`src/source/cmd_pkg.sv`:
```
// Register link shared definitions
`default_nettype none

package cmd_pkg;

	// mode byte values
	typedef enum logic [7:0] {
		OP_WRITE = 8'h01,
		OP_READ  = 8'h02,
		OP_SET   = 8'h03,
		OP_CLEAR = 8'h04
	} opcode_t;

	typedef enum logic [7:0] {
		ST_OK       = 8'h00,
		ST_BAD_OP   = 8'h01,
		ST_BAD_ADDR = 8'h02
	} status_t;

	// decoded command, status is ST_OK only for a valid frame
	typedef struct packed {
		opcode_t    op;
		logic [3:0] reg_addr;
		logic [7:0] wdata;
		status_t    status;
	} cmd_t;

	typedef struct packed {
		status_t    status;
		logic [7:0] rdata;
	} rsp_t;

	// link identity and bank size
	localparam logic [7:0] DEV_ID = 8'h5A;
	localparam int REG_COUNT = 16;
	localparam logic [7:0] RSP_HEADER = 8'hA5;

	// serial bit timing
	localparam int CLKS_PER_BIT = 16;
	localparam int CLK_CNT_W = $clog2(CLKS_PER_BIT);
	localparam logic [CLK_CNT_W-1:0] BIT_LAST = CLK_CNT_W'(CLKS_PER_BIT - 1);
	localparam logic [CLK_CNT_W-1:0] BIT_HALF = CLK_CNT_W'(CLKS_PER_BIT / 2 - 1);

	// stall limit between frame bytes
	localparam int TIMEOUT_W = 20;
	localparam logic [TIMEOUT_W-1:0] FRAME_TIMEOUT = TIMEOUT_W'(2000);

endpackage

`default_nettype wire

```
`src/source/cmd_decode.sv`:
```
// Command frame decoder
`timescale 1ns/1ns
`default_nettype none

module cmd_decode
	import cmd_pkg::*;
(
	input  wire        clk_sys,
	input  wire        rst_n,
	input  wire        rx_vld,
	input  wire  [7:0] rx_data,
	output logic       cmd_vld,
	output cmd_t       cmd,
	output logic       frame_drop
);

	typedef enum logic [2:0] {
		D_IDLE,
		D_MODE,
		D_ADDR,
		D_DATA,
		D_FAIL,
		D_DONE
	} dec_state_t;

	dec_state_t             state;
	logic [TIMEOUT_W-1:0]   stall_cnt;
	logic                   timeout;
	logic                   in_frame;
	logic [7:0]             dev_q;
	logic [7:0]             mode_q;
	logic [7:0]             addr_q;
	logic [7:0]             data_q;
	logic                   op_known;

	assign in_frame = (state == D_MODE) || (state == D_ADDR) || (state == D_DATA);
	assign timeout  = (stall_cnt == FRAME_TIMEOUT);

	always_ff @(posedge clk_sys or negedge rst_n) begin
		if (!rst_n) begin
			state <= D_IDLE;
		end else begin
			case (state)
				D_IDLE: state <= rx_vld ? D_MODE : D_IDLE;
				D_MODE: state <= timeout ? D_FAIL : (rx_vld ? D_ADDR : D_MODE);
				D_ADDR: state <= timeout ? D_FAIL : (rx_vld ? D_DATA : D_ADDR);
				D_DATA: state <= timeout ? D_FAIL : (rx_vld ? D_DONE : D_DATA);
				D_FAIL: state <= D_IDLE;
				D_DONE: state <= D_IDLE;
				default: state <= D_IDLE;
			endcase
		end
	end

	// stall counter restarts on every byte of a partial frame
	always_ff @(posedge clk_sys or negedge rst_n) begin
		if (!rst_n)
			stall_cnt <= '0;
		else if (in_frame && !rx_vld)
			stall_cnt <= stall_cnt + 1'b1;
		else
			stall_cnt <= '0;
	end

	always_ff @(posedge clk_sys) begin
		if (rx_vld) begin
			case (state)
				D_IDLE: dev_q  <= rx_data;
				D_MODE: mode_q <= rx_data;
				D_ADDR: addr_q <= rx_data;
				D_DATA: data_q <= rx_data;
				default: ;
			endcase
		end
	end

	always_comb begin
		case (mode_q)
			OP_WRITE, OP_READ, OP_SET, OP_CLEAR: op_known = 1'b1;
			default: op_known = 1'b0;
		endcase
	end

	// opcode fault takes priority over address fault
	always_comb begin
		cmd.op       = opcode_t'(mode_q);
		cmd.reg_addr = addr_q[3:0];
		cmd.wdata    = data_q;
		if (!op_known)
			cmd.status = ST_BAD_OP;
		else if (addr_q >= 8'(REG_COUNT))
			cmd.status = ST_BAD_ADDR;
		else
			cmd.status = ST_OK;
	end

	// frames for another device end here quietly
	assign cmd_vld    = (state == D_DONE) && (dev_q == DEV_ID);
	assign frame_drop = (state == D_FAIL);

	a_cmd_single: assert property (@(posedge clk_sys) disable iff (!rst_n)
		cmd_vld |=> !cmd_vld);

endmodule

`default_nettype wire

```
`src/source/cmd_execute.sv`:
```
// Register bank executor
`timescale 1ns/1ns
`default_nettype none

module cmd_execute
	import cmd_pkg::*;
(
	input  wire        clk_sys,
	input  wire        rst_n,
	input  wire        cmd_vld,
	input  wire cmd_t  cmd,
	output logic       rsp_vld,
	output rsp_t       rsp
);

	logic [7:0] bank [REG_COUNT];
	logic [7:0] cur_val;
	logic [7:0] next_val;
	logic       cmd_ok;

	assign cmd_ok  = (cmd.status == ST_OK);
	assign cur_val = bank[cmd.reg_addr];

	// value after the operation, read leaves it alone
	always_comb begin
		case (cmd.op)
			OP_WRITE: next_val = cmd.wdata;
			OP_SET:   next_val = cur_val | cmd.wdata;
			OP_CLEAR: next_val = cur_val & ~cmd.wdata;
			default:  next_val = cur_val;
		endcase
	end

	always_ff @(posedge clk_sys or negedge rst_n) begin
		if (!rst_n) begin
			for (int i = 0; i < REG_COUNT; i++) begin
				bank[i] <= 8'h00;
			end
		end else if (cmd_vld && cmd_ok) begin
			bank[cmd.reg_addr] <= next_val;
		end
	end

	always_ff @(posedge clk_sys or negedge rst_n) begin
		if (!rst_n)
			rsp_vld <= 1'b0;
		else
			rsp_vld <= cmd_vld;
	end

	// rejected commands report status with zero data
	always_ff @(posedge clk_sys) begin
		if (cmd_vld) begin
			rsp.status <= cmd.status;
			rsp.rdata  <= cmd_ok ? next_val : 8'h00;
		end
	end

	a_rsp_follows_cmd: assert property (@(posedge clk_sys) disable iff (!rst_n)
		rsp_vld |-> $past(cmd_vld));

endmodule

`default_nettype wire

```
`src/source/cmd_result.sv`:
```
// Reply frame sender
`timescale 1ns/1ns
`default_nettype none

module cmd_result
	import cmd_pkg::*;
(
	input  wire        clk_sys,
	input  wire        rst_n,
	input  wire        rsp_vld,
	input  wire rsp_t  rsp,
	input  wire        tx_busy,
	output logic       tx_start,
	output logic [7:0] tx_data
);

	// state names the byte currently on the line
	typedef enum logic [2:0] {
		B_IDLE,
		B_HDR,
		B_STAT,
		B_DATA,
		B_SUM
	} byte_idx_t;

	byte_idx_t  state;
	rsp_t       act;
	rsp_t       pend;
	logic       pend_vld;
	logic       busy_q;
	logic       busy_fall;
	logic       take_pend;
	logic       load_pend;
	logic [7:0] checksum;

	assign busy_fall = busy_q && !tx_busy;
	assign checksum  = RSP_HEADER ^ act.status ^ act.rdata;
	// slot drains straight into the next reply
	assign take_pend = pend_vld && ((state == B_IDLE) || ((state == B_SUM) && busy_fall));
	// full slot drops the new response
	assign load_pend = rsp_vld && ((state != B_IDLE) || pend_vld) && (!pend_vld || take_pend);

	always_ff @(posedge clk_sys or negedge rst_n) begin
		if (!rst_n) begin
			state    <= B_IDLE;
			tx_start <= 1'b0;
			pend_vld <= 1'b0;
			busy_q   <= 1'b0;
		end else begin
			busy_q   <= tx_busy;
			tx_start <= 1'b0;
			case (state)
				B_IDLE: begin
					if (rsp_vld || pend_vld) begin
						tx_start <= 1'b1;
						state    <= B_HDR;
					end
				end
				B_HDR: begin
					if (busy_fall) begin
						tx_start <= 1'b1;
						state    <= B_STAT;
					end
				end
				B_STAT: begin
					if (busy_fall) begin
						tx_start <= 1'b1;
						state    <= B_DATA;
					end
				end
				B_DATA: begin
					if (busy_fall) begin
						tx_start <= 1'b1;
						state    <= B_SUM;
					end
				end
				B_SUM: begin
					if (busy_fall) begin
						tx_start <= pend_vld;
						state    <= pend_vld ? B_HDR : B_IDLE;
					end
				end
				default: state <= B_IDLE;
			endcase
			if (take_pend)
				pend_vld <= rsp_vld;
			else if (load_pend)
				pend_vld <= 1'b1;
		end
	end

	always_ff @(posedge clk_sys) begin
		if (take_pend)
			act <= pend;
		else if (state == B_IDLE && rsp_vld)
			act <= rsp;
		if (load_pend)
			pend <= rsp;
	end

	always_comb begin
		case (state)
			B_STAT:  tx_data = act.status;
			B_DATA:  tx_data = act.rdata;
			B_SUM:   tx_data = checksum;
			default: tx_data = RSP_HEADER;
		endcase
	end

	a_start_when_free: assert property (@(posedge clk_sys) disable iff (!rst_n)
		tx_start |-> !tx_busy);

endmodule

`default_nettype wire

```
`src/source/cmd_top.sv`:
```
// Serial register link top
`timescale 1ns/1ns
`default_nettype none

module cmd_top
	import cmd_pkg::*;
(
	input  wire  clk_sys,
	input  wire  rst_n,
	input  wire  uart_rxd,
	output logic uart_txd,
	output logic frame_drop
);

	logic       rx_vld;
	logic [7:0] rx_data;
	logic       cmd_vld;
	cmd_t       cmd;
	logic       rsp_vld;
	rsp_t       rsp;
	logic       tx_start;
	logic [7:0] tx_data;
	logic       tx_busy;

	uart_rx u_uart_rx (
		.clk_sys  (clk_sys),
		.rst_n    (rst_n),
		.uart_rxd (uart_rxd),
		.rx_vld   (rx_vld),
		.rx_data  (rx_data)
	);

	cmd_decode u_cmd_decode (
		.clk_sys    (clk_sys),
		.rst_n      (rst_n),
		.rx_vld     (rx_vld),
		.rx_data    (rx_data),
		.cmd_vld    (cmd_vld),
		.cmd        (cmd),
		.frame_drop (frame_drop)
	);

	cmd_execute u_cmd_execute (
		.clk_sys (clk_sys),
		.rst_n   (rst_n),
		.cmd_vld (cmd_vld),
		.cmd     (cmd),
		.rsp_vld (rsp_vld),
		.rsp     (rsp)
	);

	cmd_result u_cmd_result (
		.clk_sys  (clk_sys),
		.rst_n    (rst_n),
		.rsp_vld  (rsp_vld),
		.rsp      (rsp),
		.tx_busy  (tx_busy),
		.tx_start (tx_start),
		.tx_data  (tx_data)
	);

	uart_tx u_uart_tx (
		.clk_sys  (clk_sys),
		.rst_n    (rst_n),
		.tx_start (tx_start),
		.tx_data  (tx_data),
		.tx_busy  (tx_busy),
		.uart_txd (uart_txd)
	);

endmodule

`default_nettype wire

```
`src/source/uart_rx.sv`:
```
// UART byte receiver
`timescale 1ns/1ns
`default_nettype none

module uart_rx
	import cmd_pkg::*;
(
	input  wire        clk_sys,
	input  wire        rst_n,
	input  wire        uart_rxd,
	output logic       rx_vld,
	output logic [7:0] rx_data
);

	typedef enum logic [1:0] {
		R_IDLE,
		R_START,
		R_DATA,
		R_STOP
	} rx_state_t;

	rx_state_t              state;
	logic                   rxd_meta;
	logic                   rxd_sync;
	logic [CLK_CNT_W-1:0]   clk_cnt;
	logic [2:0]             bit_cnt;

	// two-flop synchronizer, idles high
	always_ff @(posedge clk_sys or negedge rst_n) begin
		if (!rst_n) begin
			rxd_meta <= 1'b1;
			rxd_sync <= 1'b1;
		end else begin
			rxd_meta <= uart_rxd;
			rxd_sync <= rxd_meta;
		end
	end

	always_ff @(posedge clk_sys or negedge rst_n) begin
		if (!rst_n) begin
			state   <= R_IDLE;
			clk_cnt <= '0;
			bit_cnt <= '0;
			rx_vld  <= 1'b0;
		end else begin
			rx_vld <= 1'b0;
			case (state)
				R_IDLE: begin
					clk_cnt <= '0;
					if (!rxd_sync)
						state <= R_START;
				end
				// recheck start bit at its centre, reject glitches
				R_START: begin
					if (clk_cnt == BIT_HALF) begin
						clk_cnt <= '0;
						bit_cnt <= '0;
						state   <= rxd_sync ? R_IDLE : R_DATA;
					end else begin
						clk_cnt <= clk_cnt + 1'b1;
					end
				end
				R_DATA: begin
					if (clk_cnt == BIT_LAST) begin
						clk_cnt <= '0;
						bit_cnt <= bit_cnt + 1'b1;
						if (bit_cnt == 3'd7)
							state <= R_STOP;
					end else begin
						clk_cnt <= clk_cnt + 1'b1;
					end
				end
				// low stop bit means framing error, no strobe
				R_STOP: begin
					if (clk_cnt == BIT_LAST) begin
						rx_vld <= rxd_sync;
						state  <= R_IDLE;
					end else begin
						clk_cnt <= clk_cnt + 1'b1;
					end
				end
				default: state <= R_IDLE;
			endcase
		end
	end

	// lsb first, shift in from the top
	always_ff @(posedge clk_sys) begin
		if (state == R_DATA && clk_cnt == BIT_LAST)
			rx_data <= {rxd_sync, rx_data[7:1]};
	end

endmodule

`default_nettype wire

```
`src/source/uart_tx.sv`:
```
// UART byte transmitter
`timescale 1ns/1ns
`default_nettype none

module uart_tx
	import cmd_pkg::*;
(
	input  wire        clk_sys,
	input  wire        rst_n,
	input  wire        tx_start,
	input  wire  [7:0] tx_data,
	output logic       tx_busy,
	output logic       uart_txd
);

	// remaining bits after start, stop on top
	logic [8:0]             shift;
	logic [3:0]             bit_cnt;
	logic [CLK_CNT_W-1:0]   clk_cnt;

	always_ff @(posedge clk_sys or negedge rst_n) begin
		if (!rst_n) begin
			tx_busy  <= 1'b0;
			uart_txd <= 1'b1;
			shift    <= '1;
			bit_cnt  <= '0;
			clk_cnt  <= '0;
		end else if (!tx_busy) begin
			if (tx_start) begin
				tx_busy  <= 1'b1;
				uart_txd <= 1'b0;
				shift    <= {1'b1, tx_data};
				bit_cnt  <= '0;
				clk_cnt  <= '0;
			end
		end else if (clk_cnt == BIT_LAST) begin
			clk_cnt <= '0;
			// stop bit done, line already high
			if (bit_cnt == 4'd9) begin
				tx_busy <= 1'b0;
			end else begin
				uart_txd <= shift[0];
				shift    <= {1'b1, shift[8:1]};
				bit_cnt  <= bit_cnt + 1'b1;
			end
		end else begin
			clk_cnt <= clk_cnt + 1'b1;
		end
	end

endmodule

`default_nettype wire
```
`config.mk`:
```
export PLATFORM = sky130hd
export DESIGN_NAME = cmd_top
export DESIGN_NICKNAME = d
export VERILOG_FILES = /design/src/source/cmd_pkg.sv /design/src/source/cmd_decode.sv /design/src/source/cmd_execute.sv /design/src/source/cmd_result.sv /design/src/source/cmd_top.sv /design/src/source/uart_rx.sv /design/src/source/uart_tx.sv
export SDC_FILE = /design/constraint.sdc
export NUM_CORES = 1
export LEC_CHECK = 0
export ABC_AREA = 1
export BUFFER_PORTS_ARGS = -buffer_cell sky130_fd_sc_hd__buf_2
export CELL_PAD_IN_SITES_DETAIL_PLACEMENT = 0
export CELL_PAD_IN_SITES_GLOBAL_PLACEMENT = 1
export CORE_ASPECT_RATIO = 0.6
export CORE_MARGIN = 1.5
export CORE_UTILIZATION = 49
export CTS_CLUSTER_SIZE = 40
export DETAILED_ROUTE_END_ITERATION = 10
export PLACE_DENSITY_LB_ADDON = 0.08
export SETUP_SLACK_MARGIN = 0.4
export SLEW_MARGIN = 20
export SYNTH_ARGS = -nofsm -noshare
export SYNTH_HDL_FRONTEND = slang
export SYNTH_HIERARCHICAL = 1
export SYNTH_SLANG_ARGS = --single-unit
```
`constraint.sdc`:
```
create_clock -name clk_sys -period 4.5 [get_ports clk_sys]
set_input_delay 0.675 -clock clk_sys [delete_from_list [all_inputs] [get_ports clk_sys]]
set_output_delay 0.675 -clock clk_sys [all_outputs]
set_load 0.02 [all_outputs]
```
==> out/summary.txt, run 1 <==
STATUS
-------------------------------------------------------------------------------------------------
Status                                                                               finished, final reports clean

TIMING
-------------------------------------------------------------------------------------------------
RSZ-0062 raised after global routing                                                           no
Total setup violations reported at the end of the flow                                          0
Period utilization                                                                          64.2%
Setup TNS                                                                                    0 ps
Pins Over Slew Limit                                                                            0
Slew at the pin with the worst max-slew slack                                             1030 ps
Hold Fails Final Rpt                                                                            0
Fin Clk Skew                                                                              17.5 ps
Max-Slew Margin vs Limit                                                                    31.2%
Achievable clock frequency                                                                346 MHz
Final Critical Period                                                                     2890 ps

HOLD PATH
-------------------------------------------------------------------------------------------------
Hold Path End                                                                        u_uart_rx/rxd_meta$_DFF_PN1_
Class of the tightest hold or removal check                                          input port to register
Hold path startpoint                                                                     uart_rxd
Instance count along the most critical hold path                                                1

PWR
-------------------------------------------------------------------------------------------------
Peak supply drop                                                                         0.324 mV
Tot Pwr                                                                                   5.02 mW
Cell Pwr Density                                                                      346 mW/mm^2
Static leakage                                                                            7.20 nW

SYNTH
-------------------------------------------------------------------------------------------------
Most used flip-flop cell after synthesis                                                  dfrtp_1
Area of the mapped netlist                                                            0.0134 mm^2
Avg Cell Area, Syn                                                                      8.09 um^2
EDFF count, synth                                                                              88
Ys async rst share                                                                          68.1%
Number of flip-flops and latches in the synthesized netlist                                   276
Portion of the post-synthesis area used by sequential elements                              54.9%
Cell accounting for the most synthesized area                                             dfrtp_1
Synth Instances                                                                              1657
Synth top area share                                                                        33.0%
Number of distinct library cell variants in the gate-level netlist after synthesis             45
Warnings, synthesis                                                                             6
Main area contributors after synthesis                                               dfrtp_1 33%, nand2_1 27%, edfxtp_1 20%

CLOCK TREE
-------------------------------------------------------------------------------------------------
Clk sink count                                                                                276
Clock Root Buffer                                                                       clkbuf_16
Skew-Pair Late Insertion Delay                                                             550 ps
Post-cts sizing count                                                                           0
Post-CTS setup buffers                                                                          0
Hold buffer count at CTS                                                                        0
TritonCTS clock tree                                                                         done
Clock transition at the registers of the reported paths                                     70 ps
Number of buffers between clock root and the deepest sink                                       3
Total clock buffers created by CTS                                                             26
CTS H-tree depth                                                                                1

FLOORPLAN
-------------------------------------------------------------------------------------------------
Core region area                                                                      0.0266 mm^2
Top-level I/O count                                                                             5
Initial core utilization                                                                    50.3%
Die area                                                                              0.0284 mm^2
Horiz. Die Dim                                                                             217 um
Row count                                                                                      46
Die Span Y                                                                                 131 um

ROUTING
-------------------------------------------------------------------------------------------------
Detailed-route wire length per cell                                                       15.8 um
DR vias/cell                                                                                 5.02
Total number of vias                                                                        10200
Met3 WL post-DR                                                                           1830 um
Met2 wirelength from detailed routing                                                    12600 um
DRC                                                                                             0
Post-route antenna net violation count                                                          0
Final wirelength                                                                         32200 um
Number of DRC markers after the initial detailed-route iteration                             1040
Max Used Layer                                                                               met4
Number of detailed-routing iterations run before antenna repair                                 5
Routed length on met1                                                                    17300 um

GRT
-------------------------------------------------------------------------------------------------
First-pass GRT wire length                                                               53100 um
Vias in the first global route                                                               9572
Number of antenna violations at the first check in global routing                               0
Global router's overall resource usage                                                      23.5%
Maximum number of pins on one net before global-route repair                                  108
Global route total overflow                                                                     0

WORST SETUP PATH
-------------------------------------------------------------------------------------------------
Setup crit end kind                                                                      register
Kind of cell with the highest combined delay on the critical path                    simple AND/OR/NAND/NOR gates
Arrival @ worst endpoint                                                                  3360 ps
Depth of the worst register-to-register path                                                   14
Biggest fanout along the worst timing path                                                     50
Slowest CP cell                                                                             inv_2
Startpoint Class                                                                         register
Delay contributed by the slowest stage of the critical path                                730 ps
Most Frequent Cell on Critical Path                                                       nand2_1
Crit Path Class                                                                      register to register
Endpoint required time on the critical path                                               4970 ps
Critical R2R Launch                                                                  u_cmd_decode/addr_q[0]$_DFFE_PP_
CP cell instances                                                                    inv_2, buf_4, nand2_1, nand2_1, nand2_1, nand2_1, nand2_1, nand2_1, o21ai_1, nand2_1, nand2_2, nand2_4, nand2_1, nand2_1
End of the worst register-to-register path                                           u_cmd_execute/bank[44]$_DFFE_PN0P_
Register-to-Register Setup Slack                                                          1610 ps
CP Buf/Inv Count                                                                                2

PLACED DESIGN
-------------------------------------------------------------------------------------------------
Number of buffer cells added on primary ports                                                   4
Detail Placement HPWL                                                                    21200 um
Routability congestion estimate from global placement                                       0.828
Area post-placement                                                                   0.0136 mm^2

LAYOUT
-------------------------------------------------------------------------------------------------
Final Net Count                                                                              1663
Final instance area                                                                   0.0145 mm^2
Area taken by multi-input logic gates                                                0.00533 mm^2
Register Area                                                                        0.00736 mm^2
Signed area change from the synthesized netlist to the final layout                         8.01%
Number of fillers in the final layout                                                        2481
Fraction of final layout cells sized beyond drive strength 1                                9.63%
ANT cells                                                                                       0

JOB
-------------------------------------------------------------------------------------------------
# Max-Cap Violations                                                                            0

-- power by group --
group | internal, mW | switching (mW)
clock | 1.31 | 0.976
sequential | 2.60 | 0.0199
combinational | 0.0311 | 0.0828
-- cells by family after synthesis --
family                   count (synthesis)  share of synthesized area (%)
adder cells (fa/ha/maj)                  8                          0.746
AO/OA/AOI/OAI                           79                           3.40
AND/OR/NAND/NOR                       1140                           34.6
flip-flops                             276                           54.9
other                                    1                         0.0280
buffers and inverters                  141                           5.60
XOR/XNOR                                12                          0.784
-- cells in the mapped netlist, drive strengths merged, types with 4 or more instances --
library cell  count
xnor2            10
dfrtp           177
nor2             92
ha                8
o211ai            4
nand4            14
o21ai            48
nand2           987
edfxtp           88
nor3              7
inv              90
a21oi            21
buf              47
dfstp            11
nand3            33
-- area by class of cell --
| cell class | count | area share [%] |
|---|---|---|
| clock inverter | 16 | 1.27 |
| tap | 360 | 3.11 |
| inverter | 91 | 2.39 |
| clock buffer | 32 | 4.92 |
| multi-input combinational | 1245 | 36.8 |
| sequential | 276 | 50.8 |
| timing repair buffer | 12 | 0.700 |
-- worst max path at each step --
| stage | start | end | depth (start not counted) |
|---|---|---|---|
| 2_1_floorplan | u_cmd_decode/state[2]$_DFF_PN0_ | u_cmd_execute/bank[100]$_DFFE_PN0P_ | 11 |
| 3_3_place_gp | u_cmd_decode/addr_q[0]$_DFFE_PP_ | u_cmd_execute/bank[68]$_DFFE_PN0P_ | 14 |
| 3_5_place_dp | u_cmd_decode/addr_q[0]$_DFFE_PP_ | u_cmd_execute/bank[68]$_DFFE_PN0P_ | 14 |
| 4_1_cts | u_cmd_decode/addr_q[0]$_DFFE_PP_ | u_cmd_execute/bank[116]$_DFFE_PN0P_ | 14 |
| 5_1_grt | u_cmd_decode/addr_q[0]$_DFFE_PP_ | u_cmd_execute/bank[55]$_DFFE_PN0P_ | 14 |
| 6_report | u_cmd_decode/addr_q[0]$_DFFE_PP_ | u_cmd_execute/bank[44]$_DFFE_PN0P_ | 14 |
-- state kept, by name (all words and copies together) (netlist names), 3 cells and up, named ones only --
name,count
u_uart_rx/clk_cnt,4
u_uart_tx/clk_cnt,4
u_uart_rx/bit_cnt,3
u_cmd_execute/bank,128
u_uart_tx/bit_cnt,4
u_cmd_decode/dev_q,8
u_uart_rx/rx_data,8
u_cmd_decode/data_q,8
u_cmd_result/pend,16
u_cmd_decode/stall_cnt,20
u_cmd_result/state,3
u_cmd_decode/addr_q,8
u_cmd_decode/mode_q,8
u_cmd_decode/state,3
u_uart_tx/shift,8
u_cmd_result/act,16
u_cmd_execute/rsp,16
-- worst register-to-register path: stages, from the launching register on --
cell and delay [ps]:
edfxtp_1 410, inv_2 730, buf_4 340, nand2_1 70, nand2_1 60, nand2_1 110
nand2_1 110, nand2_1 50, nand2_1 210, o21ai_1 100, nand2_1 100, nand2_2 70
nand2_4 280, nand2_1 100, nand2_1 80
-- per-layer routing --
layer	global-route usage, %	vias to the layer above
li1	-	5137
met1	39.4	4809
met2	31.8	220
met3	3.82	27
met4	3.59	0
met5	0	-
-- placed cells by master, fill, tap and decap left out, types with 5 or more instances in the layout --
master / instances
nor3_1: 6
clkbuf_8: 5
buf_4: 7
inv_1: 68
dfrtp_1: 177
nand2_1: 955
a21oi_1: 20
conb_1: 6
o21ai_0: 26
nand2_4: 8
clkbuf_16: 26
edfxtp_1: 88
nand3_1: 28
o21ai_2: 8
nand2_2: 24
dfstp_2: 11
nor2_2: 16
nor2_4: 6
ha_1: 8
xnor2_1: 10
inv_2: 21
nor2_1: 70
o21ai_1: 14
nand4_1: 14
-- per-stage QoR --
stage	util (%)	hold WS, ps	cells	worst slack [ps]
global route	54.4	200	2032	1390
finish	54.4	224	2032	1610
CTS	54.3	195	2032	1640
global placement	51.0	347	1984	1670
floorplan	-	345	1662	880
detailed placement	51.0	347	1984	1680
Note: power is estimated with default switching activity, not from simulation.
==> run 2, diff against run 1 <==
Settings changed: CORE_UTILIZATION 49 to 44.
Clock period 4.5 ns to 2.5 ns, I/O delays scaled along.
==> out/summary.txt, run 2 (synthesis results as in run 1) <==
HOLD PATH
-------------------------------------------------------------------------------------
Hold Path End                                                            u_uart_rx/rxd_sync$_DFF_PN1_
Hold path startpoint                                                     u_uart_rx/rxd_meta$_DFF_PN1_
Class of the tightest hold or removal check                              register to register
Instance count along the most critical hold path                                    0

LAYOUT
-------------------------------------------------------------------------------------
Signed area change from the synthesized netlist to the final layout             21.3%
Most flops, register                                                     u_cmd_execute/bank
Leading registers by flop count                                          u_cmd_execute/bank (128), u_cmd_decode/stall_cnt (20)
Commonest cells after routing, fill and taps aside                       819 x nand2_1, 177 x dfrtp_1, 144 x nand2_2, 88 x edfxtp_1, 67 x nor2_1
Post-route non-filler standard cell count                                        2155
Final Net Count                                                                  1736
Fraction of final layout cells sized beyond drive strength 1                    22.8%
Register Area                                                            0.00736 mm^2
Area taken by multi-input logic gates                                    0.00617 mm^2
Most frequent standard cell in the layout excluding fill and tap cells        nand2_1
Final instance area                                                       0.0163 mm^2
ANT cells                                                                           0
Number of fillers in the final layout                                            2797
Flip-flop count of the largest register after layout                              128

FLOORPLAN
-------------------------------------------------------------------------------------
Core region area                                                          0.0300 mm^2
Die area                                                                  0.0316 mm^2
Row count                                                                          49
Top-level I/O count                                                                 5
Horiz. Die Dim                                                                 228 um
Die Span Y                                                                     138 um
Initial core utilization                                                        44.7%

GRT
-------------------------------------------------------------------------------------
Vias in the first global route                                                   9930
Number of antenna violations at the first check in global routing                   0
Layer carrying the most global-route usage                                       met1
Global routing usage on met2                                                    31.3%
Maximum number of pins on one net before global-route repair                       71
First-pass GRT wire length                                                   57300 um
Global router's overall resource usage                                          23.2%
Met1 Use GR                                                                     38.7%
Global route total overflow                                                         0
Fraction of met3 tracks used by global routing                                  3.71%

PWR
-------------------------------------------------------------------------------------
Switching part of the total power                                               21.8%
Comb pwr share                                                                   2.4%
Clock group share of total power                                                47.5%
Cell Pwr Density                                                          577 mW/mm^2
NetSw                                                                         2.05 mW
Peak supply drop                                                             0.473 mV
Internal Power                                                                7.35 mW
Sequential Power Share                                                          50.1%
Static leakage                                                                7.92 nW

ROUTING
-------------------------------------------------------------------------------------
Number of DRC markers after the initial detailed-route iteration                  979
Post-route antenna net violation count                                              0
Number of detailed-routing iterations run before antenna repair                     5
Detailed-route wire length per cell                                           17.6 um
Final wirelength                                                             37800 um
DRC                                                                                 0
Total number of vias                                                            10900
DR vias/cell                                                                     5.05

WORST SETUP PATH
-------------------------------------------------------------------------------------
Setup crit end kind                                                          register
Depth of the worst register-to-register path                                       13
End of the worst register-to-register path                               u_cmd_execute/bank[75]$_DFFE_PN0P_
Crit Path Class                                                          register to register
Startpoint Class                                                             register
Endpoint required time on the critical path                                   2950 ps
CP Buf/Inv Count                                                                    4
Biggest fanout along the worst timing path                                          8
Register-to-Register Setup Slack                                               280 ps
Slowest CP cell                                                              edfxtp_1
Delay contributed by the slowest stage of the critical path                    420 ps
Most Frequent Cell on Critical Path                                             buf_6
Arrival @ worst endpoint                                                      2670 ps
Kind of cell with the highest combined delay on the critical path        simple AND/OR/NAND/NOR gates
CP cell instances                                                        nor2_2, xnor2_1, nand3_1, buf_6, nor4_4, nand4_1, buf_6, inv_8, nand2_8, nor2_4, inv_4, nand2_1, nand2_2
Critical R2R Launch                                                      u_cmd_decode/mode_q[1]$_DFFE_PP_

TIMING
-------------------------------------------------------------------------------------
Fin Clk Skew                                                                  10.1 ps
Setup TNS                                                                        0 ps
Max-Slew Margin vs Limit                                                        50.8%
Achievable clock frequency                                                    451 MHz
Period utilization                                                              88.7%
Worst Hold Margin                                                              355 ps
RSZ-0062 raised after global routing                                              yes
Slew at the pin with the worst max-slew slack                                  735 ps
Hold Fails Final Rpt                                                                0
Pins Over Slew Limit                                                                0
Total setup violations reported at the end of the flow                              0
Final Critical Period                                                         2220 ps

STATUS
-------------------------------------------------------------------------------------
Status                                                                   finished, final reports clean

PLACED DESIGN
-------------------------------------------------------------------------------------
Number of buffer cells added on primary ports                                       4
Detail Placement HPWL                                                        22600 um
Number of cells after detailed placement                                         2057
Routability congestion estimate from global placement                           0.804
Area post-placement                                                       0.0140 mm^2

CLOCK TREE
-------------------------------------------------------------------------------------
Total clock buffers created by CTS                                                 28
Number of buffers between clock root and the deepest sink                           3
CTS H-tree depth                                                                    1
Clock Root Buffer                                                           clkbuf_16
Skew-Pair Late Insertion Delay                                                 560 ps
Clock transition at the registers of the reported paths                         60 ps
TritonCTS clock tree                                                             done
Clk sink count                                                                    276

JOB
-------------------------------------------------------------------------------------
# Max-Cap Violations                                                                0

==> run 2: changes by cell type in the layout (fill, tap and decap cells not counted), moves of 8 or more <==
cell,change
nand2_1,-136
nor2_4,+10
buf_6,+25
inv_4,+12
nand2_8,+16
a21oi_1,-8
nand2_4,+8
buf_4,+22
o21ai_4,+8
inv_1,-8
nand2_2,+120
a21oi_2,+8
==> run 2: power by group through the flow <==
| stage | logic (mW) | registers [mW] | clock network, mW |
|---|---|---|---|
| final | 0.223 | 4.71 | 4.46 |
| after global routing | 0.263 | 4.71 | 4.76 |
| after CTS | 0.229 | 4.71 | 4.57 |
| after detailed placement | 0.224 | 4.80 | 0 |
| after global placement | 0.218 | 4.80 | 0 |
| after floorplan | 0.125 | 4.79 | 0 |
==> run 2: per-layer routing <==
metal  wire, um  vias to the layer above
li1           -                     5309
met1      19500                     5245
met2      15300                      299
met3       2490                       37
met4        462                        0
met5          0                        -
==> run 2: timing repair <==
item                                    4_1_cts  5_1_grt
gates resized for setup                      59      186
buffers inserted                             29        2
hold buffers                                  2        0
pin swaps                                    22       77
endpoints found under the setup margin      129      136
hold endpoints to repair                     63        0
cloned                                        5        8
==> run 2: worst max-delay path by stage <==
stage                     slack (ps)                              from                                  end  depth (start not counted)
after global placement            50  u_cmd_decode/mode_q[0]$_DFFE_PP_    u_cmd_execute/bank[5]$_DFFE_PN0P_                         11
after CTS                        380  u_cmd_decode/mode_q[0]$_DFFE_PP_   u_cmd_execute/bank[21]$_DFFE_PN0P_                         12
after global routing             130  u_cmd_decode/mode_q[1]$_DFFE_PP_   u_cmd_execute/bank[18]$_DFFE_PN0P_                         12
after detailed placement         -40  u_cmd_decode/mode_q[1]$_DFFE_PP_    u_cmd_execute/bank[5]$_DFFE_PN0P_                         11
after floorplan                  240   u_cmd_decode/dev_q[2]$_DFFE_PP_  u_cmd_execute/bank[100]$_DFFE_PN0P_                         10
final                            280  u_cmd_decode/mode_q[1]$_DFFE_PP_   u_cmd_execute/bank[75]$_DFFE_PN0P_                         13
==> run 2: metrics by stage <==
| stage | util, % | total power [mW] | setup slack, ps |
|---|---|---|---|
| 6_report | 54.3 | 9.40 | 282 |
| 3_3_place_gp | 46.6 | 5.01 | 45.9 |
| 2_1_floorplan | - | 4.91 | 239 |
| 4_1_cts | 51.8 | 9.51 | 376 |
| 3_5_place_dp | 46.6 | 5.02 | -43.3 |
| 5_1_grt | 54.3 | 9.74 | 135 |
==> run 2: layout make-up <==
| cell class | count | area share [%] |
|---|---|---|
| Inverter | 91 | 2.44 |
| Clock buffer | 32 | 4.46 |
| Multi-Input combinational cell | 1253 | 37.9 |
| Timing Repair Buffer | 75 | 5.29 |
| Tap cell | 408 | 3.14 |
| Clock inverter | 20 | 1.51 |
| Sequential cell | 276 | 45.2 |
